$ cat config.mk
export PLATFORM = sky130hd
export DESIGN_NAME = busSizer
export DESIGN_NICKNAME = d
export VERILOG_FILES = /design/src/design/busSizingPkg.sv /design/src/design/stagingFifo.sv /design/src/design/cycleSequencer.sv /design/src/design/ackGenerator.sv /design/src/design/busGrantTracker.sv /design/src/design/busSizer.sv
export SDC_FILE = /design/constraint.sdc
export NUM_CORES = 1
export LEC_CHECK = 0
export ABC_AREA = 1
export BUFFER_PORTS_ARGS = -buffer_cell sky130_fd_sc_hd__clkbuf_2
export CAP_MARGIN = 20
export CELL_PAD_IN_SITES_DETAIL_PLACEMENT = 1
export CELL_PAD_IN_SITES_GLOBAL_PLACEMENT = 1
export CORE_MARGIN = 2
export CORE_UTILIZATION = 46
export DETAILED_ROUTE_END_ITERATION = 8
export PLACE_DENSITY_LB_ADDON = 0.2
export SETUP_SLACK_MARGIN = 0.5
export SLEW_MARGIN = 20
export SYNTH_ARGS = -nofsm -noshare
export SYNTH_HDL_FRONTEND = slang
export SYNTH_SLANG_ARGS = --single-unit
$ cat constraint.sdc
create_clock -name BCLK -period 3.65 [get_ports BCLK]
set_input_delay 0.365 -clock BCLK [delete_from_list [all_inputs] [get_ports BCLK]]
set_output_delay 0.365 -clock BCLK [all_outputs]
set_load 0.02 [all_outputs]
$ cat src/design/busSizingPkg.sv
//////////////////////////////////////////////////////////////////////
// Shared encodings, FIFO depths and beat payloads for the bus sizer
// Byte-port acknowledge (dsack 10) has no code and reads as wait
//////////////////////////////////////////////////////////////////////

package busSizingPkg;

    //////////////////////////////////////////////////////////////////////
    // Bus widths
    //////////////////////////////////////////////////////////////////////

    localparam int dataWidth = 32;              // Full local bus
    localparam int halfWidth = 16;              // One 16-bit port word

    // Transfer size codes as driven on siz by the CPU
    localparam logic [1:0] sizLong = 2'b00;
    localparam logic [1:0] sizByte = 2'b01;
    localparam logic [1:0] sizWord = 2'b10;
    localparam logic [1:0] sizLine = 2'b11;

    // Port-size acknowledge codes returned by the target
    localparam logic [1:0] dsackLong = 2'b00;   // 32-bit port
    localparam logic [1:0] dsackWord = 2'b01;   // 16-bit port
    localparam logic [1:0] dsackWait = 2'b11;   // Not yet terminated

    //////////////////////////////////////////////////////////////////////
    // Line beat counting
    //////////////////////////////////////////////////////////////////////

    localparam int lineBeats    = 4;
    localparam int lineCntWidth = $clog2(lineBeats);

    typedef logic [lineCntWidth-1:0] lineCount_t;

    localparam lineCount_t lastLineBeat = lineCount_t'(lineBeats - 1);

    // Staging depths
    localparam int ackDepth = 4;                // Whole line of read beats
    localparam int wrDepth  = 2;                // Pending write plus the next one

    //////////////////////////////////////////////////////////////////////
    // Beat payloads
    //////////////////////////////////////////////////////////////////////

    // One entry per CPU acknowledge
    typedef struct packed {
        logic [dataWidth-1:0] data;             // Zero on writes
        logic                 inhibit;          // Drives nTbi low with this nTa
    } readBeat_t;

    // CPU write word with the attributes needed for lane steering
    typedef struct packed {
        logic [dataWidth-1:0] data;
        logic [1:0]           siz;
        logic [1:0]           addr;
    } writeBeat_t;

endpackage

$ cat src/design/stagingFifo.sv
//////////////////////////////////////////////////////////////////////
// Small FIFO with no back-pressure; depth must be at least 2
// Head entry is visible in the same cycle it becomes valid
//////////////////////////////////////////////////////////////////////

`timescale 1ns/1ps

module stagingFifo #(
    parameter type payload_t = logic [31:0],
    parameter int  depth     = 2
) (
    input  logic     BCLK,
    input  logic     nRESET,
    input  logic     push,
    input  payload_t pushData,
    input  logic     pop,
    output payload_t headData,
    output logic     empty,
    output logic     full
);

    typedef logic [$clog2(depth)-1:0]   ptr_t;
    typedef logic [$clog2(depth+1)-1:0] count_t;

    payload_t mem [depth];   // Entry storage
    ptr_t     wrPtr;
    ptr_t     rdPtr;
    count_t   count;         // Occupancy

    // Wrap works for any depth, not only powers of two
    function automatic ptr_t nextPtr(input ptr_t ptr);
        return (ptr == ptr_t'(depth - 1)) ? '0 : ptr_t'(ptr + 1'b1);
    endfunction

    //////////////////////////////////////////////////////////////////////
    // Pointers and count
    //////////////////////////////////////////////////////////////////////

    always_ff @(posedge BCLK or negedge nRESET) begin
        if (!nRESET) begin
            wrPtr <= '0;
            rdPtr <= '0;
            count <= '0;
        end else begin
            if (push)
                wrPtr <= nextPtr(wrPtr);
            if (pop)
                rdPtr <= nextPtr(rdPtr);
            case ({push, pop})
                2'b10:   count <= count + 1'b1;
                2'b01:   count <= count - 1'b1;
                default: count <= count;    // Idle or simultaneous push and pop
            endcase
        end
    end

    always_ff @(posedge BCLK) begin
        if (push)
            mem[wrPtr] <= pushData;
    end

    assign headData = mem[rdPtr];
    assign empty    = (count == '0);
    assign full     = (count == count_t'(depth));

    // Producer cannot be stalled, so depth has to cover the worst case
    assert property (@(posedge BCLK) disable iff (!nRESET) push |-> !full)
        else $error("Push into full FIFO");

    assert property (@(posedge BCLK) disable iff (!nRESET) pop |-> !empty)
        else $error("Pop from empty FIFO");

endmodule

$ cat src/design/cycleSequencer.sv
//////////////////////////////////////////////////////////////////////
// Target cycle control; long cycles to 16-bit ports split in two
// Line cycles expect 32-bit ports and carry a single buffered write word
//////////////////////////////////////////////////////////////////////

`timescale 1ns/1ps

module cycleSequencer
    import busSizingPkg::*;
(
    input  logic                 BCLK,
    input  logic                 nRESET,
    input  logic                 nTs,        // CPU transfer start
    input  logic                 rnW,
    input  logic [1:0]           siz,
    input  logic [1:0]           addr,
    input  logic [dataWidth-1:0] cpuWrData,
    input  logic [1:0]           dsack,
    input  logic [dataWidth-1:0] tgtRdData,
    input  writeBeat_t           wrHead,     // Oldest buffered write
    input  logic                 ackFull,
    output logic                 nTgtTs,
    output logic                 tgtA1,
    output logic [dataWidth-1:0] tgtWrData,
    output logic                 ackPush,
    output readBeat_t            ackBeat,
    output logic                 wrPush,
    output writeBeat_t           wrBeat,
    output logic                 wrPop
);

    typedef enum logic [1:0] {idle, longCycle, lowerWord, shortCycle} seqState_t;

    seqState_t             state;
    logic [1:0]            sizReg;       // Size of the running cycle
    logic                  isRead;
    lineCount_t            beatCount;
    logic                  secondStart;  // Internal start of the lower word
    logic [halfWidth-1:0]  upperHalf;    // First half of a split read
    logic                  cycleStart;
    logic                  term;
    logic                  lastBeat;
    logic                  finalTerm;
    logic                  splitLanes;
    writeBeat_t            wrSrc;

    assign cycleStart = (state == idle) && !nTs;
    assign term       = (dsack == dsackLong) || (dsack == dsackWord);  // 10 counts as wait
    assign lastBeat   = (sizReg != sizLine) || (beatCount == lastLineBeat);
    assign nTgtTs     = nTs && !secondStart;  // CPU start passes straight through

    // Last termination of the whole CPU cycle
    always_comb begin
        case (state)
            longCycle:             finalTerm = (dsack == dsackLong) && lastBeat;
            lowerWord, shortCycle: finalTerm = term;
            default:               finalTerm = 1'b0;
        endcase
    end

    //////////////////////////////////////////////////////////////////////
    // Beat pushes
    //////////////////////////////////////////////////////////////////////

    // Every line beat gets its own acknowledge
    assign ackPush = ((state == longCycle) && (dsack == dsackLong))
                   || (((state == lowerWord) || (state == shortCycle)) && term);

    always_comb begin
        ackBeat.inhibit = (state == lowerWord);  // Only split cycles inhibit bursts
        if (!isRead)
            ackBeat.data = '0;
        else if (state == lowerWord)
            ackBeat.data = {upperHalf, tgtRdData[dataWidth-1 -: halfWidth]};
        else if ((state == shortCycle) && (dsack == dsackWord))
            ackBeat.data = {2{tgtRdData[dataWidth-1 -: halfWidth]}};  // Mirror port word
        else
            ackBeat.data = tgtRdData;
    end

    assign wrPush = cycleStart && !rnW;
    assign wrBeat = '{data: cpuWrData, siz: siz, addr: addr};
    assign wrPop  = finalTerm && !isRead;  // Write word retires with the cycle

    // Write lane steering; the FIFO is still empty in the start cycle
    assign wrSrc      = (state == idle) ? wrBeat : wrHead;
    assign splitLanes = (state == lowerWord)
                      || ((wrSrc.siz inside {sizByte, sizWord}) && wrSrc.addr[1]);
    assign tgtWrData  = splitLanes ? {2{wrSrc.data[halfWidth-1:0]}} : wrSrc.data;

    //////////////////////////////////////////////////////////////////////
    // Cycle FSM
    //////////////////////////////////////////////////////////////////////

    always_ff @(posedge BCLK or negedge nRESET) begin
        if (!nRESET) begin
            state       <= idle;
            sizReg      <= sizLong;
            isRead      <= 1'b1;
            beatCount   <= '0;
            secondStart <= 1'b0;
            tgtA1       <= 1'b0;
        end else begin
            secondStart <= 1'b0;                      // One cycle pulse
            case (state)
                idle: begin
                    if (!nTs) begin
                        sizReg    <= siz;
                        isRead    <= rnW;
                        beatCount <= '0;
                        state     <= (siz == sizLong || siz == sizLine) ? longCycle : shortCycle;
                    end
                end
                longCycle: begin
                    if (dsack == dsackWord) begin     // 16-bit port, go fetch lower word
                        state       <= lowerWord;
                        secondStart <= 1'b1;
                        tgtA1       <= 1'b1;
                    end else if (dsack == dsackLong) begin
                        if (lastBeat)
                            state <= idle;
                        else
                            beatCount <= beatCount + 1'b1;
                    end
                end
                lowerWord: begin
                    if (term) begin
                        state <= idle;
                        tgtA1 <= 1'b0;
                    end
                end
                default: begin                        // shortCycle
                    if (term)
                        state <= idle;
                end
            endcase
        end
    end

    // Upper half held across the second start
    always_ff @(posedge BCLK) begin
        if ((state == longCycle) && (dsack == dsackWord))
            upperHalf <= tgtRdData[dataWidth-1 -: halfWidth];
    end

    // Line cycles are only issued to 32-bit ports
    assert property (@(posedge BCLK) disable iff (!nRESET)
        (state == longCycle && sizReg == sizLine) |-> (dsack != dsackWord))
        else $error("16-bit port answered a line cycle");

    // Target stays quiet between cycles
    assert property (@(posedge BCLK) disable iff (!nRESET)
        (state == idle) |-> (dsack == dsackWait))
        else $error("dsack asserted with no cycle running");

    // CPU waits for its last nTa, so the ack FIFO has room at every start
    assert property (@(posedge BCLK) disable iff (!nRESET) cycleStart |-> !ackFull)
        else $error("Cycle start with ack FIFO full");

endmodule

$ cat src/design/ackGenerator.sv
//////////////////////////////////////////////////////////////////////
// CPU acknowledge; nTa is low for one cycle per beat
// At least one high cycle always separates two acknowledges
//////////////////////////////////////////////////////////////////////

`timescale 1ns/1ps

module ackGenerator
    import busSizingPkg::*;
(
    input  logic                 BCLK,
    input  logic                 nRESET,
    input  logic                 ackEmpty,
    input  readBeat_t            ackHead,
    output logic                 ackPop,
    output logic                 nTa,
    output logic                 nTbi,
    output logic [dataWidth-1:0] cpuRdData
);

    typedef enum logic [1:0] {ackIdle, ackAssert, ackNegate} ackState_t;

    ackState_t state;

    assign ackPop = (state == ackIdle) && !ackEmpty;   // Take the beat when ready

    always_ff @(posedge BCLK or negedge nRESET) begin
        if (!nRESET) begin
            state <= ackIdle;
            nTa   <= 1'b1;
            nTbi  <= 1'b1;
        end else begin
            case (state)
                ackIdle: begin
                    if (!ackEmpty) begin
                        state <= ackAssert;
                        nTa   <= 1'b0;
                        nTbi  <= !ackHead.inhibit;
                    end
                end
                ackAssert: begin                       // Single low cycle
                    state <= ackNegate;
                    nTa   <= 1'b1;
                    nTbi  <= 1'b1;
                end
                default: begin
                    state <= ackIdle;                  // Extra high cycle
                end
            endcase
        end
    end

    // Read data held for the whole nTa low cycle
    always_ff @(posedge BCLK) begin
        if (ackPop)
            cpuRdData <= ackHead.data;
    end

    // Burst inhibit is only meaningful alongside nTa
    assert property (@(posedge BCLK) disable iff (!nRESET) !nTbi |-> !nTa)
        else $error("nTbi low without nTa");

endmodule

$ cat src/design/busGrantTracker.sv
//////////////////////////////////////////////////////////////////////
// CPU data buffer enable held from bus grant until nBb releases
//////////////////////////////////////////////////////////////////////

`timescale 1ns/1ps

module busGrantTracker (
    input  logic BCLK,
    input  logic nRESET,
    input  logic nBg,        // Bus grant to the CPU
    input  logic nBb,        // Bus busy from the current master
    input  logic rnW,
    output logic nCpuBufEn,
    output logic bufDir      // High drives toward the CPU
);

    logic cpuOwnsBus;

    // Grant may drop mid cycle; ownership lasts until busy negates
    always_ff @(posedge BCLK or negedge nRESET) begin
        if (!nRESET) begin
            cpuOwnsBus <= 1'b0;
        end else begin
            if (!nBg)
                cpuOwnsBus <= 1'b1;
            else if (nBb)
                cpuOwnsBus <= 1'b0;     // Master done with the bus
        end
    end

    assign nCpuBufEn = !cpuOwnsBus;

    // CPU reads, or an alternate master writes while grant is away
    assign bufDir = (rnW && cpuOwnsBus) || (!rnW && nBg);

endmodule

$ cat src/design/busSizer.sv
//////////////////////////////////////////////////////////////////////
// Dynamic bus sizing bridge, CPU local bus to 32/16-bit target ports
// Buses are split into in and out ports; no tri-state pins here
//////////////////////////////////////////////////////////////////////

`timescale 1ns/1ps

module busSizer
    import busSizingPkg::*;
(
    input  logic                 BCLK,
    input  logic                 nRESET,
    // CPU side
    input  logic                 nTs,
    input  logic                 rnW,
    input  logic [1:0]           siz,
    input  logic [1:0]           addr,
    input  logic [dataWidth-1:0] cpuWrData,
    output logic                 nTa,
    output logic                 nTbi,
    output logic [dataWidth-1:0] cpuRdData,
    // Target side
    output logic                 nTgtTs,
    output logic                 tgtA1,
    output logic [dataWidth-1:0] tgtWrData,
    input  logic [1:0]           dsack,
    input  logic [dataWidth-1:0] tgtRdData,
    // Bus arbitration
    input  logic                 nBg,
    input  logic                 nBb,
    output logic                 nCpuBufEn,
    output logic                 bufDir
);

    logic       ackPush;
    logic       ackPop;
    logic       ackEmpty;
    logic       ackFull;
    readBeat_t  ackBeat;
    readBeat_t  ackHead;
    logic       wrPush;
    logic       wrPop;
    writeBeat_t wrBeat;
    writeBeat_t wrHead;

    //////////////////////////////////////////////////////////////////////
    // Target cycle side
    //////////////////////////////////////////////////////////////////////

    cycleSequencer sequencer (
        .BCLK, .nRESET, .nTs, .rnW, .siz, .addr, .cpuWrData,
        .dsack, .tgtRdData, .wrHead, .ackFull,
        .nTgtTs, .tgtA1, .tgtWrData,
        .ackPush, .ackBeat, .wrPush, .wrBeat, .wrPop
    );

    // One entry per CPU acknowledge
    stagingFifo #(.payload_t(readBeat_t), .depth(ackDepth)) ackFifo (
        .BCLK, .nRESET,
        .push(ackPush), .pushData(ackBeat), .pop(ackPop),
        .headData(ackHead), .empty(ackEmpty), .full(ackFull)
    );

    // Write word held until its final termination
    stagingFifo #(.payload_t(writeBeat_t), .depth(wrDepth)) wrFifo (
        .BCLK, .nRESET,
        .push(wrPush), .pushData(wrBeat), .pop(wrPop),
        .headData(wrHead), .empty(), .full()
    );

    // CPU side
    ackGenerator acker (
        .BCLK, .nRESET, .ackEmpty, .ackHead,
        .ackPop, .nTa, .nTbi, .cpuRdData
    );

    busGrantTracker grantTracker (
        .BCLK, .nRESET, .nBg, .nBb, .rnW,
        .nCpuBufEn, .bufDir
    );

endmodule

---- Yosys cells after proc, flatten, opt, wreduce, memory -nomap -nowiden ----
Memories as Yosys holds them, arrays and structs flattened.
Cells that the tools add are included.
cells by class
  $add $sub $neg .......................... 7
  multiply operators ...................... 0
  divide/modulo/power cells ............... 0
  magnitude comparators ................... 0
  equal/unequal tests ..................... 24
  shift-type cells ........................ 0
  multiplexer cells ....................... 40
  bitwise operators ....................... 1
  reduce and logical (&&, ||, !) cells .... 44
operators by type and width
  cell                                                                      count
  32-bit 2-to-1 mux                                                         3
  36-bit 2-to-1 mux                                                         1
  2-bit 2-to-1 mux                                                          13
  2-bit == test (second input constant)                                     8
  16-bit 2-to-1 mux                                                         1
  1-bit 2-to-1 mux                                                          14
  2-bit inequality test (second input constant)                             7
  1-bit logical AND                                                         13
  2-bit one-hot mux with 2 select lines                                     3
  2-bit by 1-bit == test with 1-bit output (second input constant)          5
  2-bit nonzero test                                                        5
  2-bit logical NOT                                                         4
  1-bit one-hot mux with 2 select lines                                     4
  1-bit logical NOT                                                         7
  1-bit logical OR                                                          7
  2-bit by 1-bit adder with 2-bit output (second input constant)            3
  3-bit by 2-bit inequality test with 1-bit output (second input constant)  2
  3-bit one-hot mux with 2 select lines                                     1
  5-bit AND reduction                                                       1
  2-bit by 1-bit inequality test with 1-bit output (second input constant)  2
  2-bit AND reduction                                                       2
  4-bit AND reduction                                                       1
  3-bit by 1-bit adder with 3-bit output (second input constant)            1
  3-bit logical NOT                                                         1
  6 further kinds                                                           7
storage, ports and cells
  bits in registers ....................... 71
  latch bits .............................. 0
  RAM bits ................................ 204
  bits in read-only memories .............. 0
  bits of input ports ..................... 76
  output and inout port bits .............. 70
  memories ................................ 2
memories
  name         depth  bits a word  rd ports  clocked after memory_dff  wr ports  line               source
  ackFifo.mem  4      33           1         0                         1         stagingFifo.sv:25  payload_t mem [depth];
  wrFifo.mem   2      36           1         0                         1         stagingFifo.sv:25

---- Longest topological paths before layout ----
Gate-level depths: netlist of the first run.
  depth after elaboration ................. 7
  depth in mapped cells ................... 10

---- By module ----
A second synthesis of the first run with hierarchy kept.
unflattened totals
  cell total of the unflattened synthesis .. 1118
  area, all modules ....................... 12617.1 um2
modules (own cells, without submodules)
  module                 times used  cells each  area an instance (um2)  sequential area each (um2)
  stagingFifo (ackFifo)  1           439         5895.7                  4139.0
  stagingFifo (wrFifo)   1           212         3017.9                  2262.2
  cycleSequencer         1           406         2518.7                  706.9
  ackGenerator           1           52          1129.8                  1063.5
  busGrantTracker        1           9           55.1                    25.0

---- Worst setup path after synthesis of the first run ----
OpenSTA, ideal clock, no wires.
  path type ............................... register to register
  start point ............................. reg sequencer.state[1]
  end point ............................... mem wrFifo.mem[0][10] (netlist bit), enable pin
  setup time .............................. 427 ps
  data arrival time ....................... 2597 ps
  required time ........................... 3223 ps
  path slack .............................. 626 ps
  cell stages (with the launch flop) ...... 7
  period minus slack after synthesis ...... 3024 ps
  cells stage by stage .................... dfrtp_1 inv_2 nand2_2 nor2_1 inv_1 or2_1 nor2_1
between the ends
  longest elaborated chain between the ends .. 5
ends and longest elaborated chain
  element                                 line                   source
  start: declaration                      cycleSequencer.sv:34   seqState_t state;
  start signal: assignment                cycleSequencer.sv:97   state <= idle;
  start signal: assignment                cycleSequencer.sv:111  state <= (siz == sizLong || siz == sizLine) ? longCycle : shortCycle;
  start signal: assignment                cycleSequencer.sv:116  state <= lowerWord;
  2-bit logical NOT                       cycleSequencer.sv:47   assign cycleStart = (state == idle) && !nTs;
  1-bit logical AND                       cycleSequencer.sv:47
  1-bit logical AND                       cycleSequencer.sv:81   assign wrPush = cycleStart && !rnW;
  1-bit 2-to-1 mux                        stagingFifo.sv:58      if (push)
  1-bit 2-to-1 mux (implied by the code)  stagingFifo.sv:59      mem[wrPtr] <= pushData;
  end: declaration                        stagingFifo.sv:25
No other way between the ends.

---- Worst setup path in the final report of the first run ----
  start point ............................. reg wrFifo.rdPtr
  end point ............................... out tgtWrData[25]
between the ends
  longest elaborated chain between the ends .. 7
  elaborated cells on any way between the ends .. 8
ends and longest elaborated chain
  element                                                                           line                  source
  start: declaration                                                                stagingFifo.sv:27     ptr_t rdPtr;
  start signal: assignment                                                          stagingFifo.sv:48     rdPtr <= nextPtr(rdPtr);
  memory 2 x 36 bit (*)                                                             -
  36-bit 2-to-1 mux (*)                                                             cycleSequencer.sv:86  assign wrSrc = (state == idle) ? wrBeat : wrHead;
  2-bit by 1-bit == test with 1-bit output / 2-bit == test (equally long branches)  cycleSequencer.sv:88  || ((wrSrc.siz inside {sizByte, sizWord}) && wrSrc.addr[1]);
  2-bit nonzero test                                                                cycleSequencer.sv:88
  1-bit logical AND                                                                 cycleSequencer.sv:88
  1-bit logical OR                                                                  cycleSequencer.sv:88
  32-bit 2-to-1 mux (*)                                                             cycleSequencer.sv:89  assign tgtWrData = splitLanes ? {2{wrSrc.data[halfWidth-1:0]}} : wrSrc.data;
  end: declaration                                                                  busSizer.sv:25        output logic [dataWidth-1:0] tgtWrData,
Mark *: on every way between the ends. The rest lies on a longest branch, timed or not.

==> flow_metrics.py, run 1 <==
metrics = {
    "cts": {
        "clock_path_buffers": 3,
        "cts_sinks": 273,
        "htree_levels": 1,
        "worstSkewPairLatency_ns": 0.54,
        "root_buffer": "clkbuf_16",
        "tritoncts": "built",
        "cts_buffers": 29,
        "clkTransAtPathRegs_ns": 0.06,
    },
    "timing": {
        "fin_crit_sh_pct": 80.0,
        "holdWs_ns": 0.0373,
        "worst_pin_slew_ns": 0.927,
        "maxSlewHeadroom_pct": 38.1,
        "fin_tns_setup_ns": 0,
        "fin_skew_ns": 0.00960,
        "fmax_mhz": 343,
        "hold_viol_final": 0,
        "min_period_ns": 2.92,
        "rsz0062_at_grt": "no",
        "drv_slew": 0,
        "finalSetupViolCount": 0,
    },
    "logic_synthesis": {
        "ys.flop_type": "edfxtp_1",
        "syn_area_um2": 11000,
        "ys_seq_area_share_pct": 73.3,
        "ys_ff_latch": 273,
        "yosysTopAreaCell": "edfxtp_1",
        "synth_nets": 979,
        "async_flop_share_pct": 8.42,
        "postSynthCellCount": 895,
        "synth_area_leaders": "edfxtp_1 (68%), nor2_1 (5.5%), o21ai_0 (5.3%)",
        "synth_most_common_cell": "edfxtp_1",
        "synth_common_cells": "edfxtp_1 (250), nor2_1 (162), o21ai_0 (116)",
        "syn_avg_cell_area_um2": 12.3,
        "yosysWarnings": 0,
        "yosysTopAreaCellShare_pct": 68.1,
        "synth_edf_count": 250,
        "yosysUniqueCellTypes": 29,
    },
    "global_routing": {
        "grt_max_degree": 69,
        "grt_pass1_wl_um": 43800,
        "antenna_found_initial": 0,
        "grt_pass1_vias": 8093,
        "grt_usage_pct": 22.1,
        "grt-ovfl-total": 0,
    },
    "hold_path": {
        "worstHoldStart": "addr[1]",
        "min_path_type": "in -> reg",
        "hold_end": "wrFifo.mem[1][1]",
        "whs_path_depth": 1,
    },
    "die": {
        "io_pins": 146,
        "initial_core_util_pct": 47.0,
        "placementRows": 56,
        "fp.dieH_um": 159,
        "core_um2": 23500,
        "die_area_um2": 25200,
        "die_w_um": 159,
    },
    "critical_path": {
        "critPathLaunch": "wrFifo.rdPtr",
        "r2r_end": "ackFifo.count[2]",
        "max_stage_delay_ns": 0.68,
        "crit_path_start_kind": "register",
        "reg2reg_setup_slack_ns": 1.21,
        "criticalPathCategory": "reg -> out",
        "cp_data_arrival_time_ns": 2.55,
        "r2r-start": "sequencer.state[1]",
        "cp_cell_sequence": "inv_1 > buf_4 > nand2_1 > a21oi_2 > nand2_1 > nand2_1 > clkbuf_2",
        "path_common_cell": "nand2_1",
        "cp_slowest_cell": "inv_1",
        "required_ns": 3.28,
        "critPathMaxFanout": 26,
        "reg2reg_depth": 9,
        "crit_path_end_kind": "primary output",
    },
    "flow_run": {
        "cap_violations": 0,
    },
    "status": {
        "status": "completed",
    },
    "place": {
        "io_buffers": 144,
        "dp_hpwl_um": 17400,
        "placed_cells_incl_taps": 1331,
        "place.gp.congestion": 0.818,
    },
    "detailed_routing": {
        "wirelength_um": 27800,
        "final_antenna_net_count": 0,
        "vias": 7417,
        "drt-wirelength-per-cell_um": 20.0,
        "drcViolationCount": 0,
        "dr.pass1.iters": 5,
        "vias_per_cell": 5.34,
        "initialDrtViolationCount": 471,
    },
    "power": {
        "p_leak_nw": 4.98,
        "power.density_nw_per_um2": 923,
        "irDropWorstVdd_v": 0.000540,
    },
    "cells_and_area": {
        "nNetsFinal": 1136,
        "area_growth_pct": 18.4,
        "final_cell_count_no_fill": 1390,
        "drive_gt1_share_pct": 21.7,
        "num_antenna_cells": 0,
    },
}
==> placed cells by master (no fill, tap or decap), types with 19 or more instances in the layout <==
cell       count
inv_1         36
o21ai_0      116
dfrtp_1       19
o22ai_1       33
nand2_1      112
clkbuf_2     144
nand3_1       40
buf_4         21
edfxtp_1     250
clkbuf_16     29
a21oi_1       25
nor2_1       156
==> state kept, by name, summed over array words and instances (netlist names), 2 cells and up <==
signal               count
wrFifo.mem              70
sequencer.beatCount      2
acker.state              2
ackFifo.count            3
ackFifo.rdPtr            2
sequencer.upperHalf     16
sequencer.sizReg         2
ackFifo.wrPtr            2
ackFifo.mem            132
acker.cpuRdData         32
sequencer.state          2
==> cells by family (layout without fill, tap and decap cells) <==
kind of cell,count (synthesis),count (layout),synth area share (%)
AND/OR/NAND/NOR,324,324,11.9
flip-flops,273,273,73.3
AO/OA/AOI/OAI,202,202,10.3
buffers and inverters,84,260,3.19
adder cells (fa/ha/maj),8,8,0.976
XOR/XNOR,4,4,0.318
==> worst max-delay path: cells and delay by family (launching register included) <==
family,cells,cell delay (ns)
AO/OA/AOI/OAI,1,0.25
buffers and inverters,3,1.14
AND/OR/NAND/NOR,3,0.23
flip-flops,1,0.39
==> stage by stage <==
stage / total power [mW] / util, % / cell area, um2 / worst slack, ns
final: 12.1 / 55.6 / 13100 / 0.731
after detailed placement: 9.36 / 51.6 / 12100 / 1.13
after floorplan: 7.73 / - / 11000 / 0.626
after global placement: 9.20 / 51.6 / 12100 / 1.15
after global routing: 12.8 / 55.6 / 13100 / 0.570
after CTS: 12.1 / 55.4 / 13000 / 0.565
==> final cells by class <==
| class | instances | area [um2] |
|---|---|---|
| fill | 2443 | 10400 |
| sequential | 273 | 8090 |
| multi-input combinational | 538 | 2630 |
| timing repair buffer | 169 | 928 |
| clock buffer | 38 | 759 |
| tap | 319 | 399 |
| inverter | 41 | 154 |
| clock inverter | 12 | 100 |
==> metal layers <==
layer / part of all wire [%] / up-vias / GRT usage (%)
li1: - / 3491 / -
met1: 41 / 3660 / 28.3
met2: 50 / 218 / 38.2
met3: 6.2 / 48 / 3.94
met4: 2.5 / 0 / 6.96
met5: 0 / - / 0
==> power breakdown <==
part | total, mW | leakage [nW] | switching, mW | internal [mW]
logic | 4.60 | 1.98 | 3.30 | 1.30
clock network | 2.71 | 0.417 | 1.12 | 1.58
registers | 4.74 | 2.58 | 0.282 | 4.46
==> repair_timing <==
item,in CTS,in global routing
gates resized for setup,0,1
setup buffers,0,6
hold buffers,3,0
setup endpoints to repair,0,16
endpoints found under the hold margin,21,0
==> worst max path at each step <==
stage / endpoint / slack (ns) / cells after the start
final: tgtWrData[25] / 0.73 / 7
after global placement: tgtWrData[23] / 1.15 / 8
after detailed placement: tgtWrData[29] / 1.13 / 8
after floorplan: wrFifo.mem[0][10] / 0.63 / 6
after CTS: tgtWrData[29] / 0.56 / 8
after global routing: tgtWrData[25] / 0.57 / 7
Power figures use the tool's default switching activity.
==> inputs of run 2 (changes only) <==
CORE_UTILIZATION = 42   (was 46)
clock period = 2.6 ns   (was 3.65 ns; I/O delays follow)
==> flow_metrics.py, run 2 (synthesis gave the netlist of run 1 again) <==
metrics = {
    "status": {
        "status": "completed",
    },
    "timing": {
        "fin_crit_sh_pct": 88.5,
        "setup_slack_ns": 0.300,
        "fin_skew_ns": 0.0106,
        "min_period_ns": 2.30,
        "drv_slew": 0,
        "maxSlewHeadroom_pct": 52.0,
        "fmax_mhz": 435,
        "fin_tns_setup_ns": 0,
        "hold_viol_final": 0,
        "holdWs_ns": 0.0428,
        "worst_pin_slew_ns": 0.720,
        "rsz0062_at_grt": "yes",
        "finalSetupViolCount": 0,
    },
    "die": {
        "die_w_um": 166,
        "fp.dieH_um": 166,
        "placementRows": 59,
        "die_area_um2": 27600,
        "initial_core_util_pct": 42.6,
        "io_pins": 146,
        "core_um2": 25900,
    },
    "cells_and_area": {
        "top_regs": "ackFifo.mem (132), wrFifo.mem (70), acker.cpuRdData (32)",
        "top_register": "ackFifo.mem",
        "stdcell_area_um2": 14300,
        "num_antenna_cells": 0,
        "layout_common_cells": "edfxtp_1 (250), nor2_1 (147), clkbuf_2 (122)",
        "nNetsFinal": 1210,
        "drive_gt1_share_pct": 25.6,
        "largest_register_ffs": 132,
        "n_fill_cell": 2645,
        "area_growth_pct": 29.4,
        "final_common_cell": "edfxtp_1",
    },
    "hold_path": {
        "whs_path_depth": 3,
        "min_path_type": "in -> reg",
        "worstHoldStart": "siz[1]",
        "hold_end": "sequencer.sizReg[1]",
    },
    "detailed_routing": {
        "vias_per_cell": 5.29,
        "dr.pass1.iters": 4,
        "drt-wirelength-per-cell_um": 20.2,
        "vias": 7850,
        "initialDrtViolationCount": 435,
        "drcViolationCount": 0,
        "wirelength_um": 30000,
        "final_antenna_net_count": 0,
    },
    "place": {
        "pre_cts_slack_ns": 0.383,
        "dp_hpwl_um": 17500,
        "placed_area_um2": 12300,
        "io_buffers": 144,
        "place.gp.congestion": 0.789,
    },
    "critical_path": {
        "reg2reg_depth": 10,
        "criticalPathCategory": "reg -> out",
        "crit_path_end_kind": "primary output",
        "r2r-start": "sequencer.state[1]",
        "required_ns": 2.34,
        "reg2reg_setup_slack_ns": 0.62,
        "critPathMaxFanout": 9,
        "crit_path_start_kind": "register",
        "cp_data_arrival_time_ns": 2.04,
        "r2r_end": "ackFifo.count[2]",
    },
    "cts": {
        "cts_buffers": 30,
        "clock_path_buffers": 3,
        "tritoncts": "built",
        "clkTransAtPathRegs_ns": 0.06,
        "worstSkewPairLatency_ns": 0.54,
        "htree_levels": 1,
        "cts_sinks": 273,
        "root_buffer": "clkbuf_16",
    },
    "power": {
        "totalPowerFinal_mw": 18.3,
        "p_comb_share_pct": 42.6,
        "power.share.sequential_pct": 36.5,
        "power.density_nw_per_um2": 1280,
        "p_int_mw": 11.2,
        "irDropWorstVdd_v": 0.00103,
        "p_leak_nw": 5.43,
        "sw_frac_of_total_pct": 38.9,
        "clock_power_share_pct": 20.9,
        "switching_power_mw": 7.10,
    },
    "global_routing": {
        "grt-ovfl-total": 0,
        "grt_usage_pct": 21.3,
        "antenna_found_initial": 0,
        "grt_max_degree": 40,
        "grt_pass1_vias": 8572,
        "grt_pass1_wl_um": 46400,
    },
    "flow_run": {
        "cap_violations": 0,
    },
}
run 2: worst max-delay path, cell delays in order, from the launching register on:
cell      delay, ns
dfrtp_2        0.46
nor2_4         0.17
buf_4          0.14
buf_12         0.12
a21oi_1        0.06
a21oi_2        0.21
nand2_1        0.11
nand2_1        0.07
clkbuf_2       0.16
run 2: how the worst max path moves through the flow:
stage,startpoint,endpoint,slack [ns],depth (start not counted)
final,sequencer.state[0],tgtWrData[30],0.30,8
after global routing,sequencer.state[0],tgtWrData[30],0.22,8
after CTS,sequencer.state[0],tgtWrData[16],0.33,7
after detailed placement,sequencer.state[0],tgtWrData[20],0.38,8
after global placement,sequencer.state[0],wrFifo.mem[0][26],0.41,7
after floorplan,sequencer.state[1],wrFifo.mem[0][10],0.14,6
run 2: cell type report:
type | instances | area (um2) | area share (%)
Clock buffer | 39 | 816 | 5.72
Tap cell | 335 | 419 | 2.94
Timing Repair Buffer | 241 | 1900 | 13.4
Multi-Input combinational cell | 539 | 2790 | 19.6
Inverter | 41 | 170 | 1.19
Sequential cell | 273 | 8090 | 56.7
Clock inverter | 15 | 72.6 | 0.509
run 2: power by group through the flow:
stage	clock [mW]	sequential (mW)	combinational [mW]
2_1_floorplan	0	6.97	3.99
3_3_place_gp	0	6.73	6.45
3_5_place_dp	0	6.77	6.62
4_1_cts	3.91	6.67	7.43
5_1_grt	4.08	6.75	8.49
6_report	3.82	6.67	7.77
run 2: layer usage:
layer	track usage [%]	vias to the layer above	wire length, um
li1	-	3650	-
met1	26.4	3929	12100
met2	39.0	218	15700
met3	2.96	53	1470
met4	6.20	0	648
met5	0	-	0
run 2: what timing repair did:
item,in CTS,in global routing
hold buffers,54,0
endpoints found under the setup margin,121,130
cloned,4,1
setup buffers,11,3
pin swaps,2,6
resized for setup,40,64
hold endpoints to repair,107,0
run 2: through the flow:
step,util [%],cells
CTS,54.4,1479
detailed placement,47.5,1356
finish,55.0,1483
floorplan,-,895
global placement,47.5,1356
global route,55.0,1483
